`src/logic/cam_regs_pkg.sv`:
```
/*
 * Shared constants and types for the camera capture peripheral.
 * Single clock domain, so the FIFO depth is kept small and a power of two.
 */

package cam_regs_pkg;

    // ------------------------------------------------------------------
    // Bus and port widths
    // ------------------------------------------------------------------
    localparam int unsigned ADDR_W = 9;     // Up to 512 word addresses
    localparam int unsigned DATA_W = 32;
    localparam int unsigned GPIO_W = 8;

    // ------------------------------------------------------------------
    // Sample FIFO sizing
    // ------------------------------------------------------------------
    localparam int unsigned FIFO_DEPTH = 16;
    localparam int unsigned FIFO_AW    = 4;     // log2 of FIFO_DEPTH
    localparam int unsigned LEVEL_W    = 5;     // Holds 0 .. FIFO_DEPTH

    // ------------------------------------------------------------------
    // Register address map
    // ------------------------------------------------------------------
    localparam logic [ADDR_W-1:0] ADR_DEVICE_ID = 9'h000;
    localparam logic [ADDR_W-1:0] ADR_REV_NUM   = 9'h001;
    localparam logic [ADDR_W-1:0] ADR_GPIO_IN   = 9'h002;
    localparam logic [ADDR_W-1:0] ADR_GPIO_OUT  = 9'h003;
    localparam logic [ADDR_W-1:0] ADR_GPIO_OE   = 9'h004;

    // FIFO window
    localparam logic [ADDR_W-1:0] ADR_FIFO_ACC  = 9'h040;   // Read pops one word
    localparam logic [ADDR_W-1:0] ADR_FIFO_FLAG = 9'h041;

    // ------------------------------------------------------------------
    // Fixed values
    // ------------------------------------------------------------------
    localparam logic [DATA_W-1:0] DEVICE_ID_VALUE = 32'hF1F0_7E57;
    localparam logic [15:0]       REV_NUM_VALUE   = 16'h0100;
    localparam logic [DATA_W-1:0] DEF_REG_VALUE   = 32'hFABD_EFAC;  // Unmapped reads
    localparam logic [GPIO_W-1:0] GPIO_RST_VALUE  = 8'h00;

    // Flag word layout, level sits in the low LEVEL_W bits
    localparam int unsigned FLAG_EMPTY_BIT = 8;
    localparam int unsigned FLAG_FULL_BIT  = 9;

    // ------------------------------------------------------------------
    // Packer beat counter
    // ------------------------------------------------------------------
    // Number of qualified beats already taken for the current word
    typedef enum logic [1:0] {
        ST_IDLE = 2'd0,
        ST_B1   = 2'd1,
        ST_B2   = 2'd2,
        ST_B3   = 2'd3
    } pack_state_e;

endpackage

```
`src/logic/cam_regs_top.sv`:
```
/*
 * Camera capture peripheral top. Everything runs on PCLKI, so the host bus
 * must be synchronous to the camera pixel clock.
 */

`timescale 1ns/1ps

module cam_regs_top
    import cam_regs_pkg::*;
(
    input  logic              PCLKI,
    input  logic              WBs_RST_i,

    // Host bus
    input  logic [ADDR_W-1:0] wbs_adr_i,
    input  logic              wbs_cyc_i,
    input  logic [3:0]        wbs_byte_stb_i,
    input  logic              wbs_we_i,
    input  logic              wbs_stb_i,
    input  logic [DATA_W-1:0] wbs_dat_i,
    output logic [DATA_W-1:0] wbs_dat_o,
    output logic              wbs_ack_o,

    // Camera sync
    input  logic              vsync_i,
    input  logic              href_i,

    // Misc
    input  logic [GPIO_W-1:0] gpio_in_i,
    output logic [DATA_W-1:0] device_id_o,
    output logic [GPIO_W-1:0] gpio_out_o,
    output logic [GPIO_W-1:0] gpio_oe_o
);

    logic [DATA_W-1:0]  cam_word;
    logic               cam_push;
    logic               fifo_pop;
    logic [DATA_W-1:0]  fifo_head;
    logic [LEVEL_W-1:0] fifo_level;
    logic               fifo_empty;
    logic               fifo_full;

    // ------------------------------------------------------------------
    // Camera side into the FIFO
    // ------------------------------------------------------------------
    cam_word_packer u_packer (
        .PCLKI      (PCLKI),
        .WBs_RST_i  (WBs_RST_i),
        .vsync_i    (vsync_i),
        .href_i     (href_i),
        .cam_word_o (cam_word),
        .cam_push_o (cam_push)
    );

    sample_fifo u_fifo (
        .PCLKI     (PCLKI),
        .WBs_RST_i (WBs_RST_i),
        .push_i    (cam_push),
        .wdata_i   (cam_word),
        .pop_i     (fifo_pop),
        .head_o    (fifo_head),
        .level_o   (fifo_level),
        .empty_o   (fifo_empty),
        .full_o    (fifo_full)
    );

    // Host side
    wb_reg_bank u_regs (
        .PCLKI          (PCLKI),
        .WBs_RST_i      (WBs_RST_i),
        .wbs_adr_i      (wbs_adr_i),
        .wbs_cyc_i      (wbs_cyc_i),
        .wbs_byte_stb_i (wbs_byte_stb_i),
        .wbs_we_i       (wbs_we_i),
        .wbs_stb_i      (wbs_stb_i),
        .wbs_dat_i      (wbs_dat_i),
        .wbs_dat_o      (wbs_dat_o),
        .wbs_ack_o      (wbs_ack_o),
        .gpio_in_i      (gpio_in_i),
        .gpio_out_o     (gpio_out_o),
        .gpio_oe_o      (gpio_oe_o),
        .device_id_o    (device_id_o),
        .fifo_head_i    (fifo_head),
        .fifo_level_i   (fifo_level),
        .fifo_empty_i   (fifo_empty),
        .fifo_full_i    (fifo_full),
        .fifo_pop_o     (fifo_pop)
    );

endmodule

```
`src/logic/cam_word_packer.sv`:
```
/*
 * Counts qualified camera beats (vsync_i and href_i high) and emits one
 * word per four beats. Pixel data is not carried, the word is a sequence number.
 */

`timescale 1ns/1ps

module cam_word_packer
    import cam_regs_pkg::*;
(
    input  logic              PCLKI,
    input  logic              WBs_RST_i,
    input  logic              vsync_i,
    input  logic              href_i,
    output logic [DATA_W-1:0] cam_word_o,
    output logic              cam_push_o
);

    pack_state_e       state;
    logic              beat_vld;
    logic              word_done;
    logic [DATA_W-1:0] seq_num;

    assign beat_vld  = vsync_i & href_i;            // Frame and line both active
    assign word_done = beat_vld & (state == ST_B3);

    // ------------------------------------------------------------------
    // Beat counter and sequence number
    // ------------------------------------------------------------------
    always_ff @(posedge PCLKI or posedge WBs_RST_i) begin
        if (WBs_RST_i) begin
            state      <= ST_IDLE;
            seq_num    <= '0;
            cam_push_o <= 1'b0;
        end else begin
            cam_push_o <= word_done;                // One cycle pulse
            if (beat_vld) begin
                case (state)
                    ST_IDLE: state <= ST_B1;
                    ST_B1:   state <= ST_B2;
                    ST_B2:   state <= ST_B3;
                    default: state <= ST_IDLE;
                endcase
            end
            // Advances even if the FIFO later drops the word
            if (word_done)
                seq_num <= seq_num + 1'b1;
        end
    end

    // Word register, only meaningful while cam_push_o is high
    always_ff @(posedge PCLKI) begin
        if (word_done)
            cam_word_o <= seq_num;
    end

endmodule

```
`src/logic/sample_fifo.sv`:
```
/*
 * Synchronous register-array FIFO. A push when full and a pop when empty
 * are dropped silently. head_o shows the oldest entry without a read latency.
 */

`timescale 1ns/1ps

module sample_fifo
    import cam_regs_pkg::*;
(
    input  logic               PCLKI,
    input  logic               WBs_RST_i,
    input  logic               push_i,
    input  logic [DATA_W-1:0]  wdata_i,
    input  logic               pop_i,
    output logic [DATA_W-1:0]  head_o,
    output logic [LEVEL_W-1:0] level_o,
    output logic               empty_o,
    output logic               full_o
);

    logic [DATA_W-1:0]  mem [FIFO_DEPTH];
    logic [FIFO_AW-1:0] wr_ptr;
    logic [FIFO_AW-1:0] rd_ptr;
    logic [LEVEL_W-1:0] count;
    logic               do_push;
    logic               do_pop;

    assign do_push = push_i & ~full_o;
    assign do_pop  = pop_i & ~empty_o;

    // ------------------------------------------------------------------
    // Pointers and level
    // ------------------------------------------------------------------
    always_ff @(posedge PCLKI or posedge WBs_RST_i) begin
        if (WBs_RST_i) begin
            wr_ptr <= '0;
            rd_ptr <= '0;
            count  <= '0;
        end else begin
            if (do_push)
                wr_ptr <= wr_ptr + 1'b1;    // Wraps at FIFO_DEPTH
            if (do_pop)
                rd_ptr <= rd_ptr + 1'b1;

            // Both at once leaves the level unchanged
            case ({do_push, do_pop})
                2'b10:   count <= count + 1'b1;
                2'b01:   count <= count - 1'b1;
                default: count <= count;
            endcase
        end
    end

    // Storage
    always_ff @(posedge PCLKI) begin
        if (do_push)
            mem[wr_ptr] <= wdata_i;
    end

    assign head_o  = mem[rd_ptr];
    assign level_o = count;
    assign empty_o = (count == '0);
    assign full_o  = (count == LEVEL_W'(FIFO_DEPTH));

endmodule

```
`src/logic/wb_reg_bank.sv`:
```
/*
 * Wishbone-style register port. Every request is answered one clock later
 * with a single-cycle ack, no wait states. Only byte lane 0 is writable.
 */

`timescale 1ns/1ps

module wb_reg_bank
    import cam_regs_pkg::*;
(
    input  logic               PCLKI,
    input  logic               WBs_RST_i,

    // Host bus
    input  logic [ADDR_W-1:0]  wbs_adr_i,
    input  logic               wbs_cyc_i,
    input  logic [3:0]         wbs_byte_stb_i,
    input  logic               wbs_we_i,
    input  logic               wbs_stb_i,
    input  logic [DATA_W-1:0]  wbs_dat_i,
    output logic [DATA_W-1:0]  wbs_dat_o,
    output logic               wbs_ack_o,

    // GPIO and ID
    input  logic [GPIO_W-1:0]  gpio_in_i,
    output logic [GPIO_W-1:0]  gpio_out_o,
    output logic [GPIO_W-1:0]  gpio_oe_o,
    output logic [DATA_W-1:0]  device_id_o,

    // Sample FIFO
    input  logic [DATA_W-1:0]  fifo_head_i,
    input  logic [LEVEL_W-1:0] fifo_level_i,
    input  logic               fifo_empty_i,
    input  logic               fifo_full_i,
    output logic               fifo_pop_o
);

    logic              bus_req;
    logic              ack_nxt;
    logic              gpio_out_wr;
    logic              gpio_oe_wr;
    logic [DATA_W-1:0] flag_word;

    // ------------------------------------------------------------------
    // Request decode
    // ------------------------------------------------------------------
    assign bus_req = wbs_cyc_i & wbs_stb_i;
    assign ack_nxt = bus_req & ~wbs_ack_o;      // Held request acks every other cycle

    // Writes land on the edge that raises ack
    assign gpio_out_wr = ack_nxt & wbs_we_i & wbs_byte_stb_i[0]
                         & (wbs_adr_i == ADR_GPIO_OUT);
    assign gpio_oe_wr  = ack_nxt & wbs_we_i & wbs_byte_stb_i[0]
                         & (wbs_adr_i == ADR_GPIO_OE);

    // High during the ack cycle, FIFO advances on the edge that ends it
    assign fifo_pop_o = wbs_ack_o & bus_req & ~wbs_we_i & ~fifo_empty_i
                        & (wbs_adr_i == ADR_FIFO_ACC);

    // ------------------------------------------------------------------
    // Ack and GPIO registers
    // ------------------------------------------------------------------
    always_ff @(posedge PCLKI or posedge WBs_RST_i) begin
        if (WBs_RST_i) begin
            wbs_ack_o  <= 1'b0;
            gpio_out_o <= GPIO_RST_VALUE;
            gpio_oe_o  <= GPIO_RST_VALUE;
        end else begin
            wbs_ack_o <= ack_nxt;
            if (gpio_out_wr)
                gpio_out_o <= wbs_dat_i[GPIO_W-1:0];
            if (gpio_oe_wr)
                gpio_oe_o <= wbs_dat_i[GPIO_W-1:0];
        end
    end

    // ------------------------------------------------------------------
    // Read path
    // ------------------------------------------------------------------
    always_comb begin
        flag_word                 = '0;
        flag_word[LEVEL_W-1:0]    = fifo_level_i;
        flag_word[FLAG_EMPTY_BIT] = fifo_empty_i;
        flag_word[FLAG_FULL_BIT]  = fifo_full_i;
    end

    assign device_id_o = DEVICE_ID_VALUE;

    // Purely from the address, valid while ack is high
    always_comb begin
        case (wbs_adr_i)
            ADR_DEVICE_ID: wbs_dat_o = DEVICE_ID_VALUE;
            ADR_REV_NUM:   wbs_dat_o = {16'h0000, REV_NUM_VALUE};
            ADR_GPIO_IN:   wbs_dat_o = {{(DATA_W-GPIO_W){1'b0}}, gpio_in_i};
            ADR_GPIO_OUT:  wbs_dat_o = {{(DATA_W-GPIO_W){1'b0}}, gpio_out_o};
            ADR_GPIO_OE:   wbs_dat_o = {{(DATA_W-GPIO_W){1'b0}}, gpio_oe_o};
            ADR_FIFO_ACC:  wbs_dat_o = fifo_head_i;     // Head before the pop
            ADR_FIFO_FLAG: wbs_dat_o = flag_word;
            default:       wbs_dat_o = DEF_REG_VALUE;
        endcase
    end

endmodule

```
`config.mk`:
```
export PLATFORM = sky130hd
export DESIGN_NAME = cam_regs_top
export DESIGN_NICKNAME = d
export VERILOG_FILES = /design/src/logic/cam_regs_pkg.sv /design/src/logic/cam_regs_top.sv /design/src/logic/cam_word_packer.sv /design/src/logic/sample_fifo.sv /design/src/logic/wb_reg_bank.sv
export SDC_FILE = /design/constraint.sdc
export NUM_CORES = 1
export LEC_CHECK = 0
export ABC_AREA = 1
export CAP_MARGIN = 20
export CORE_ASPECT_RATIO = 0.75
export CORE_UTILIZATION = 33
export DETAILED_ROUTE_END_ITERATION = 12
export DONT_BUFFER_PORTS = 1
export SYNTH_ARGS = -nofsm -noshare
export SYNTH_HDL_FRONTEND = slang
export SYNTH_SLANG_ARGS = --single-unit
export TNS_END_PERCENT = 20
```
`constraint.sdc`:
```
create_clock -name PCLKI -period 4.7 [get_ports PCLKI]
set_input_delay 0.235 -clock PCLKI [delete_from_list [all_inputs] [get_ports PCLKI]]
set_output_delay 0.235 -clock PCLKI [all_outputs]
set_load 0.005 [all_outputs]
```
# Yosys cells after proc, flatten, opt, wreduce, memory -nomap -nowiden
# Memories as Yosys holds them, arrays and structs flattened.
# Cells that the tools add are included.
# word_totals
latchBits	0
wordCells	55
romBits	0
output_inout_bits	81
mem_bits_rw	512
memories	1
ff_bits	97
inputBits	60
# classes
add_sub_neg	5
n_div	0
mux	5
bitwise_logic	18
n_mul	0
magnitude_cmp	0
reduce_logical	4
shift	0
eq_ne	12
# mem_list
name	words	word_bits	read_ports	rd_ports_with_merged_regs	wr	line	rtl
u_fifo.mem	16	32	1	0	1	sample_fifo.sv:22	logic [DATA_W-1:0] mem [FIFO_DEPTH];
# op_table
operator	n
$pmux W32 S7	1
$add A32 B1 Y32 const B	1
$eq A9 B2 Y1 const B	2
$eq A9 B7 Y1 const B	2
$and A1 B1 Y1	14
$pmux W5 S2	1
$eq A9 B1 Y1 const B	1
$eq A9 B3 Y1 const B	1
$logic_not A9 Y1	1
$add A4 B1 Y4 const B	2
$eq A2 B2 Y1 const B	3
$pmux W2 S3	1
$add A5 B1 Y5 const B	1
$eq A5 B5 Y1 const B	1
$logic_not A5 Y1	1
$sub A5 B1 Y5 const B	1
$eq A2 B1 Y1 const B	2
$not A1 Y1	4
$logic_not A2 Y1	1
$mux W1	2
$reduce_bool A2 Y1	1

# Longest topological paths before layout
# Gate-level depths: netlist of the first run.
# logic_depth
ltp_word	8
ltp_mapped	17
depth_no_buf	17

# By module
# Synthesis of the first run repeated with hierarchy kept, for this count alone.
# unflattened
hier_cells	2683
area_unflattened_um2	26962.1
# modules_own_cells
module	cells_each	instances	seq_area_each_um2	area_each_um2
sample_fifo	2116	1	15700.1	22198.8
cam_word_packer	287	1	1836.8	2934.1
wb_reg_bank	280	1	425.4	1829.3

# Least setup slack after synthesis of the first run
# Ideal clock, no wire load.
# synth_timing
kind	register to register
start	register u_fifo.count[0] (netlist: u_fifo.level_o[0])
end	memory u_fifo.mem[11][0], enable pin
setup_ns	0.421
t_arrival_ns	2.284
path_slack_ns	1.995
required_time_ns	4.279
path_buffers	0
synth_period_minus_slack_ns	2.705
stages_incl_launch_ff	7
cell_sequence	dfrtp_1 -> inv_1 -> nand4_1 -> nand2_1 -> inv_1 -> nand2_1 -> nor2_1
# synth_between
elab_chain_len	5
# synth_rtl
item	line	rtl
start: declaration	sample_fifo.sv:25	logic [LEVEL_W-1:0] count;
start signal: assignment	sample_fifo.sv:48	2'b10: count <= count + 1'b1;
start signal: assignment	sample_fifo.sv:49	2'b01: count <= count - 1'b1;
start signal: assignment	sample_fifo.sv:50	default: count <= count;
$eq A5 B5 Y1	sample_fifo.sv:64	assign full_o = (count == LEVEL_W'(FIFO_DEPTH));
$not A1 Y1	sample_fifo.sv:29	assign do_push = push_i & ~full_o;
$and A1 B1 Y1	sample_fifo.sv:29	
$mux W1	sample_fifo.sv:57	if (do_push)
$mux W1 (implied by the code)	sample_fifo.sv:58	mem[wr_ptr] <= wdata_i;
end: declaration	sample_fifo.sv:22	
# Every way passes these cells.

# Worst setup path in the final report of the first run
# layout_timing
start	register u_fifo.rd_ptr[0]
end	output port wbs_dat_o[2]
# layout_between
elab_chain_len	2
# layout_rtl
item	line	rtl
start: declaration	sample_fifo.sv:24	logic [FIFO_AW-1:0] rd_ptr;
start signal: assignment	sample_fifo.sv:44	rd_ptr <= rd_ptr + 1'b1;
$mem_v2 Z16 W32	n/a	
$pmux W32 S7	wb_reg_bank.sv:91	case (wbs_adr_i)
end: declaration	cam_regs_top.sv:21	output logic [DATA_W-1:0] wbs_dat_o,
# Every way passes these cells.

==> summary by stage, run 1 <==
Global route
Entering global routing, the biggest net connects 121 pins. Across every metal layer, demand over resource in global routing totals 16.3%. The number of global-route vias before repair is 15685. The global-route wire length before repair is 98500 µm. The number of antenna violations at the first check in global routing is 0. The global route total overflow is 0.

Setup path
The path depth of the worst reg2reg path is 7. The maximum fanout along the worst path is 120. At the worst endpoint, the required time is 4.47 ns. The worst setup slack for register-to-register paths is 1.78 ns. The element type at the critical path end is an output port.

The source of the worst register-to-register timing path is u_fifo.level_o[0]. The worst register-to-register path ends at u_fifo.mem[7][9]. Data on the critical path arrives at its endpoint at 3.48 ns. The category of the most critical setup path is reg2out. STA classifies the critical path startpoint as a register.

Drt
The number of remaining DRC errors is 0. The residual antenna-violating net count after detailed routing is 0. Using the TritonRoute via totals, the vias-per-cell ratio works out to 4.94. The number of violations reported at the end of detailed-routing iteration 0 is 1815. The wire length per cell is 19.6 µm.

The first detailed-routing pass took 7 iterations. The final wirelength is 65600 µm. The total via count after detailed routing is 16554.

Yosys
During synthesis, Yosys emitted a total of 0 warnings. Counting flops and latches in the post-synthesis netlist gives 609. After synthesis, flip-flops and latches occupy 69.7% of the total area. The count of distinct cell types in the synthesized netlist is 38.

The most common flop cell mapped by yosys is sky130_fd_sc_hd__edfxtp_1. Each instance of the synthesized netlist takes up on average 11.3 µm². Synthesis produced 2275 cells. The synthesized design contains 544 enable-type register cells. The async set-reset flop share out of synthesis is 10.7%. After synthesis the cells add up to 25800 µm².

Clock tree
TritonCTS created 56 clock buffers. The number of gates resized after cts is 0. The clock net sink count is 609. Buffers inserted to repair hold after CTS numbered 15. The number of post-CTS setup repair buffers is 0. The root buffer selected by CTS is sky130_fd_sc_hd__clkbuf_16. The total number of H-tree levels is 2. The longest clock path from root to sink contains 3 buffers.

At the later pin of the worst-skew pair, clock insertion delay measures 0.62 ns. The clock-pin slew reported for the worst setup and hold paths after clock tree synthesis is 0.06 ns. The clock tree from TritonCTS is built.

Layout
In the final layout, the multi-input gates occupy 6680 µm². The ratio of cells with drive above 1 in the final layout is 8.25%. The fill cell total of the finished layout is 7397. The area growth from synthesis to layout is 11.8%. The layout net count is 2343. Leaving out fill and tap cells, the most frequent cells in the layout are sky130_fd_sc_hd__edfxtp_1 (544), sky130_fd_sc_hd__nor2_1 (402), sky130_fd_sc_hd__nand2_1 (352). Leaving out fill and tap cells, the most frequent cell in the layout is sky130_fd_sc_hd__edfxtp_1.

Summing all flip-flop and latch instances after layout gives 18000 µm². At the end of the flow the core is filled with cells to 37.4%. 0 antenna diodes ended up in the layout.

Die
The number of rows created at floorplan is 88. The die outline area is 79300 µm². In this run the horizontal extent of the chip is 325 µm.

For this configuration, the core starts out at a cell density of 33.5%. During I/O placement, the number of pins put on the boundary was 141. The height of the chip is 244 µm. The floorplan step defined a core boundary enclosing 77100 µm².

Placement
The count of input and output buffers is 0. The placed wire-length estimate after detailed placement is 35400 µm. At the end of routability-driven placement, the weighted congestion stood at 0.841.

STA
The maximum frequency from static timing analysis is 0.269 GHz. The clock skew is 0.0250 ns. The max-slew violation total from the final report came to 0. Headroom to the max-slew limit came out at 26.6%. In the finished design, the share of the clock period the worst path needs comes to 79.0%.

The shortest period the worst path allows is 3.71 ns. Summed over all failing endpoints, the final setup total negative slack is 0 ns. The count of endpoints failing hold in the final timing report is 0. The pin slew with the least headroom to its limit is 1.10 ns. Setup repair after global routing left no endpoint under its margin. The count of final setup violators is 0.

Pwr
The total power divided by cell area is 392 nW/µm². Summed over all cells, the static leakage comes to 9.96 nW. The worst-case vdd ir drop is 270 µV.

Job
The max-capacitance violation count is 0.

Hold path
The number of cells on the worst hold path is 6. The worst hold path terminates at u_fifo.rd_ptr[0]. The source of the worst hold timing path is wbs_adr_i[6]. The path class of the lowest-slack min-delay path is in2reg.

Run status
The run finished with clean final reports.
per-stage QoR:
step	std cells	power (W)	hold WS (ns)	area (µm²)	worst slack, ns
finish	3351	0.0113	0.0486	28800	0.988
global route	3351	0.0116	0.0929	28800	0.753
CTS	3351	0.0114	0.0136	28800	1.00
detailed placement	3231	0.00661	0.314	26800	1.65
global placement	3231	0.00658	0.309	26800	1.67
floorplan	2305	0.00647	0.350	25900	2.00
flip-flops by register name, summed over array words and instances (netlist names):
name,flops
u_fifo.level_o,5
u_fifo.rd_ptr,4
u_packer.state,2
u_fifo.wr_ptr,4
u_packer.seq_num,32
u_packer.cam_push_o,1
u_fifo.mem,512
u_regs.wbs_ack_o,1
u_regs.gpio_out_o,8
u_regs.gpio_oe_o,8
u_packer.cam_word_o,32
cell families (layout without fill, tap and decap cells):
kind of cell,Yosys count,after routing,synth area share (%)
compound gates,286,286,6.07
xor+xnor,30,30,1.02
fa+ha+maj,14,14,0.708
buf+inv,279,290,5.37
flops,609,609,69.7
other cells,2,32,0.0291
simple gates,1055,1055,17.1
cells in the mapped netlist, types with 3 or more instances:
cell type	number	area, µm²
sky130_fd_sc_hd__ha_1	13	163
sky130_fd_sc_hd__buf_2	53	265
sky130_fd_sc_hd__buf_4	37	278
sky130_fd_sc_hd__nor2_4	3	33.8
sky130_fd_sc_hd__a21oi_1	7	35.0
sky130_fd_sc_hd__nand3_1	217	1090
sky130_fd_sc_hd__buf_6	12	135
sky130_fd_sc_hd__o21ai_0	160	801
sky130_fd_sc_hd__nor2_1	418	1570
sky130_fd_sc_hd__xor2_1	18	158
sky130_fd_sc_hd__o21ai_1	62	310
sky130_fd_sc_hd__nand3b_1	8	60.1
sky130_fd_sc_hd__o22ai_1	7	43.8
sky130_fd_sc_hd__nor2_2	31	194
sky130_fd_sc_hd__o211ai_1	48	360
sky130_fd_sc_hd__inv_1	131	492
sky130_fd_sc_hd__clkbuf_1	30	113
sky130_fd_sc_hd__edfxtp_1	544	16300
sky130_fd_sc_hd__dfrtp_1	65	1630
sky130_fd_sc_hd__nand4_1	8	50.1
sky130_fd_sc_hd__nand2_1	352	1320
sky130_fd_sc_hd__xnor2_1	12	105
sky130_fd_sc_hd__nor3_1	10	50.1
sky130_fd_sc_hd__buf_1	9	33.8
where the power goes:
| part | switching (W) | internal [W] |
|---|---|---|
| combinational | 0.000251 | 0.000104 |
| clock | 0.00203 | 0.00276 |
| sequential | 0.000138 | 0.00602 |
| total | 0.00242 | 0.00888 |
cell type report:
cell class / count / area share, %
clock buffer: 66 / 5.16
clock inverter: 39 / 1.49
inverter: 135 / 1.79
multi-input combinational: 1417 / 23.2
sequential: 609 / 62.3
tap: 1035 / 4.49
timing repair buffer: 50 / 1.56
routing by layer:
| layer | routed length, µm | GRT usage [%] |
|---|---|---|
| met5 | 0 | 0 |
| met4 | 1530 | 4.37 |
| met3 | 4090 | 2.63 |
| met2 | 30600 | 26.3 |
| met1 | 29400 | 22.7 |
worst max-delay path, stage by stage (launching register included):
cell	delay, ns
sky130_fd_sc_hd__dfrtp_4	0.74
sky130_fd_sc_hd__inv_8	0.66
sky130_fd_sc_hd__buf_4	0.44
sky130_fd_sc_hd__nand2_1	0.09
sky130_fd_sc_hd__nand2_1	0.08
sky130_fd_sc_hd__nand2_1	0.05
sky130_fd_sc_hd__nand3_1	0.09
sky130_fd_sc_hd__nand3_1	0.10
sky130_fd_sc_hd__nand2_1	0.25
sky130_fd_sc_hd__nand2_1	0.09
sky130_fd_sc_hd__nand3_1	0.15
worst max-delay path by stage:
stage	slack, ns	cells after the start	endpoint	from
3_5_place_dp	1.65	9	wbs_dat_o[1]	u_fifo.rd_ptr[0]
4_1_cts	1.00	9	wbs_dat_o[1]	u_fifo.rd_ptr[0]
2_1_floorplan	2.00	6	u_fifo.mem[11][0]	u_fifo.level_o[0]
5_1_grt	0.75	9	wbs_dat_o[26]	u_fifo.rd_ptr[0]
6_report	0.99	10	wbs_dat_o[2]	u_fifo.rd_ptr[0]
3_3_place_gp	1.67	9	wbs_dat_o[26]	u_fifo.rd_ptr[0]
No activity file was read; power rests on OpenSTA's default activity.
==> run 2, diff against run 1 <==
==> constraint.sdc (replaced) <==
create_clock -name PCLKI -period 3.33 [get_ports PCLKI]
set_input_delay 0.1665 -clock PCLKI [delete_from_list [all_inputs] [get_ports PCLKI]]
set_output_delay 0.1665 -clock PCLKI [all_outputs]
set_load 0.005 [all_outputs]
==> summary by stage, run 2 (synthesis results as in run 1) <==
Clock tree
The post-cts hold buffer count is 16 (+1). TritonCTS built the clock tree. The total number of H-tree levels is 2 (unchanged). The clock net sink count was 609 (unchanged). The deepest clock path buffer count is 3 (unchanged). The number of gates resized after cts was 0 (unchanged). The number of post-CTS setup repair buffers is 0 (unchanged). Clock tree synthesis selected as its root buffer the cell sky130_fd_sc_hd__clkbuf_16. The later-pin clock latency in the skew report is 0.63 ns (about the same).

The total CTS buffers is 56 (unchanged). The clock-pin slew reported for the worst setup and hold paths after clock tree synthesis was 0.07 ns (about the same).

Drt
The detail-routed via count per cell is 4.92 (-0.47%). The final wirelength came to 65200 µm (-0.69%). The number of violations reported at the end of detailed-routing iteration 0 is 1526 (-16%). The count of TritonRoute iterations in the first routing pass is 5 (-2). The total via count after detailed routing came to 16574 (+0.12%). The residual antenna-violating net count after detailed routing is 0 (unchanged). The wire length per cell came to 19.3 µm (-1.3%). The number of remaining DRC errors is 0 (unchanged).

Die
The number of rows created at floorplan is 88 (unchanged). The top-level I/O count came to 141 (unchanged). The die outline area is 79300 µm² (unchanged).

The initial standard-cell utilization of the core is 33.5% (unchanged). The floorplan core area came to 77100 µm² (unchanged). The width of the chip was 325 µm (unchanged).

The height of the chip is 244 µm (unchanged).

Layout
In the final layout, the registers with the most flip-flops are u_fifo.mem: 512 flops, u_packer.cam_word_o: 32 flops, u_packer.seq_num: 32 flops. The flip-flop count of the largest register, all copies and words added is 512 (unchanged). The library cells used most frequently in the layout, excluding fill and tap cells, are sky130_fd_sc_hd__edfxtp_1 (544), sky130_fd_sc_hd__nor2_1 (402), sky130_fd_sc_hd__nand2_1 (352).

The ratio of cells with drive above 1 in the final layout was 8.60% (+0.36 points). The layout net count is 2362 (+0.81%). The register with the most flip-flops in the final layout is u_fifo.mem.

The total inserted antenna cells is 0 (unchanged). The most common cell after layout, fill and taps aside is sky130_fd_sc_hd__edfxtp_1. The layout overhead on the synthesized area is 12.5%. The final cell count without fillers is 3371 (+0.60%).

STA
The pin slew with the least headroom to its limit is 1.11 ns (+0.00642 ns). The maximum frequency from static timing analysis is 0.329 GHz. Counting I/O delays and the setup requirement, the final critical path takes 3.04 ns. The max-slew violation total from the final report was 0 (unchanged).

The count of final setup violators is 0 (unchanged). The count of endpoints failing hold in the final timing report is 0 (unchanged). The clock skew is 0.0192 ns (-0.00581 ns). The post-route worst setup slack is 0.294 ns (-0.694 ns). Setup repair after global routing left no endpoint under its margin. The worst slew margin relative to its limit is 26.3% (-0.32 points). The final cycle utilization of the critical path is 91.2%. The worst hold margin is 0.0548 ns (+0.00618 ns). The final-layout setup total negative slack is 0 ns (unchanged).

Pwr
The post-layout total power was 0.0157 W (+39%). The worst-case vdd ir drop is 394 µV (+46%). The leakage power is 10.0 nW (+0.93%). The total power divided by cell area is 543 nW/µm² (+39%).

Hold path
The worst hold path begins at wbs_adr_i[8]. The path class of the tightest hold or removal check is in2reg. The worst min-delay path endpoint is u_fifo.rd_ptr[0]. The number of cells on the worst hold path came to 7 (+1).

Setup path
The critical path is of the reg2out type. The source of the worst register-to-register timing path is u_fifo.level_o[0]. In this design, the critical path's most frequently occurring cell is sky130_fd_sc_hd__nand2_1. The element type at the critical path end is an output port. The critical path data required time is 3.16 ns (-1.31 ns). The worst setup slack for register-to-register paths is 0.82 ns (-0.96 ns). The endpoint identified for the worst register-to-register timing path is u_fifo.mem[10][2]. Walking the worst path, the cells encountered are inv_4, buf_4, o211ai_1, nand3_1, nand3_1, nand2_1, nand2_1, nand2_1. The worst setup path is launched from a register.

The critical path arrival is 2.87 ns (-0.61 ns). The biggest cell delay along the critical path is 0.62 ns (-0.12 ns). On the critical path, the stage with the largest delay is an instance of sky130_fd_sc_hd__inv_4.

The path depth of the worst reg2reg path came to 7 (unchanged). The maximum fanout along the worst path was 64 (-47%).

Placement
The count of input and output buffers was 0 (unchanged). The final estimated routing congestion in global placement is 0.842 (+0.15%). The placed wire-length estimate after detailed placement is 35600 µm (+0.66%). The setup slack after placement is 0.842 ns (-0.808 ns). The total instance count after detailed placement was 3249 (+0.56%).

Global route
The global routing usage summed across all routing layers is 16.2% (-0.094 points). The global-route wire length before repair is 97800 µm (-0.70%). The global route total overflow is 0 (unchanged).

The number of global-route vias before repair is 15777 (+0.59%). The number of antenna violations at the first check in global routing is 0 (unchanged). The maximum number of pins on one net before global-route repair is 110 (-9.1%).

Job
The max-capacitance violation count was 0 (unchanged).

Run status
The flow ran to the end, and the final reports show no timing, DRC or antenna violations.
run 2: per-layer routing:
metal  wire length [µm]  GRT usage [%]  vias to the layer above
met5                  0              0                        -
met4               1600           4.77                        0
met3               4660           2.72                      106
met2              29900           25.8                      584
met1              29000           22.6                     8087
li1                   -              -                     7797
run 2: area by class of cell:
type	instances	area, µm²
fillers	7363	48100
flip-flops and latches	609	18000
multi-input cells	1417	6680
clock buffers	76	1550
well taps	1035	1290
repair buffers	69	683
inverters	135	514
clock inverters	30	310
run 2: where the power goes:
group | internal, W | switching (W) | total (W)
Sequential | 0.00849 | 0.000190 | 0.00868
Clock | 0.00368 | 0.00288 | 0.00656
Combinational | 0.000151 | 0.000355 | 0.000506
run 2: worst max-delay path by stage:
stage,slack (ns),startpoint,endpoint,cells after the start
6_report,0.29,u_fifo.rd_ptr[1],wbs_dat_o[8],8
5_1_grt,0.15,u_fifo.rd_ptr[1],wbs_dat_o[8],8
4_1_cts,0.26,u_fifo.rd_ptr[1],wbs_dat_o[8],8
3_5_place_dp,0.84,u_fifo.level_o[0],u_fifo.mem[8][0],7
3_3_place_gp,0.81,u_fifo.level_o[1],u_fifo.level_o[4],14
2_1_floorplan,0.63,u_fifo.level_o[0],u_fifo.mem[11][0],6
run 2: metrics by stage:
stage	area (µm²)	util [%]
after global placement	27000	35.0
after CTS	29000	37.6
after global routing	29000	37.6
final	29000	37.6
after detailed placement	27000	35.0
after floorplan	25900	-
run 2: critical path, delay by kind of cell (launching register included):
family / cells / cell delay [ns]
AO/OA/AOI/OAI: 1 / 0.12
buffers and inverters: 2 / 0.97
flip-flops: 1 / 0.44
AND/OR/NAND/NOR: 5 / 0.65
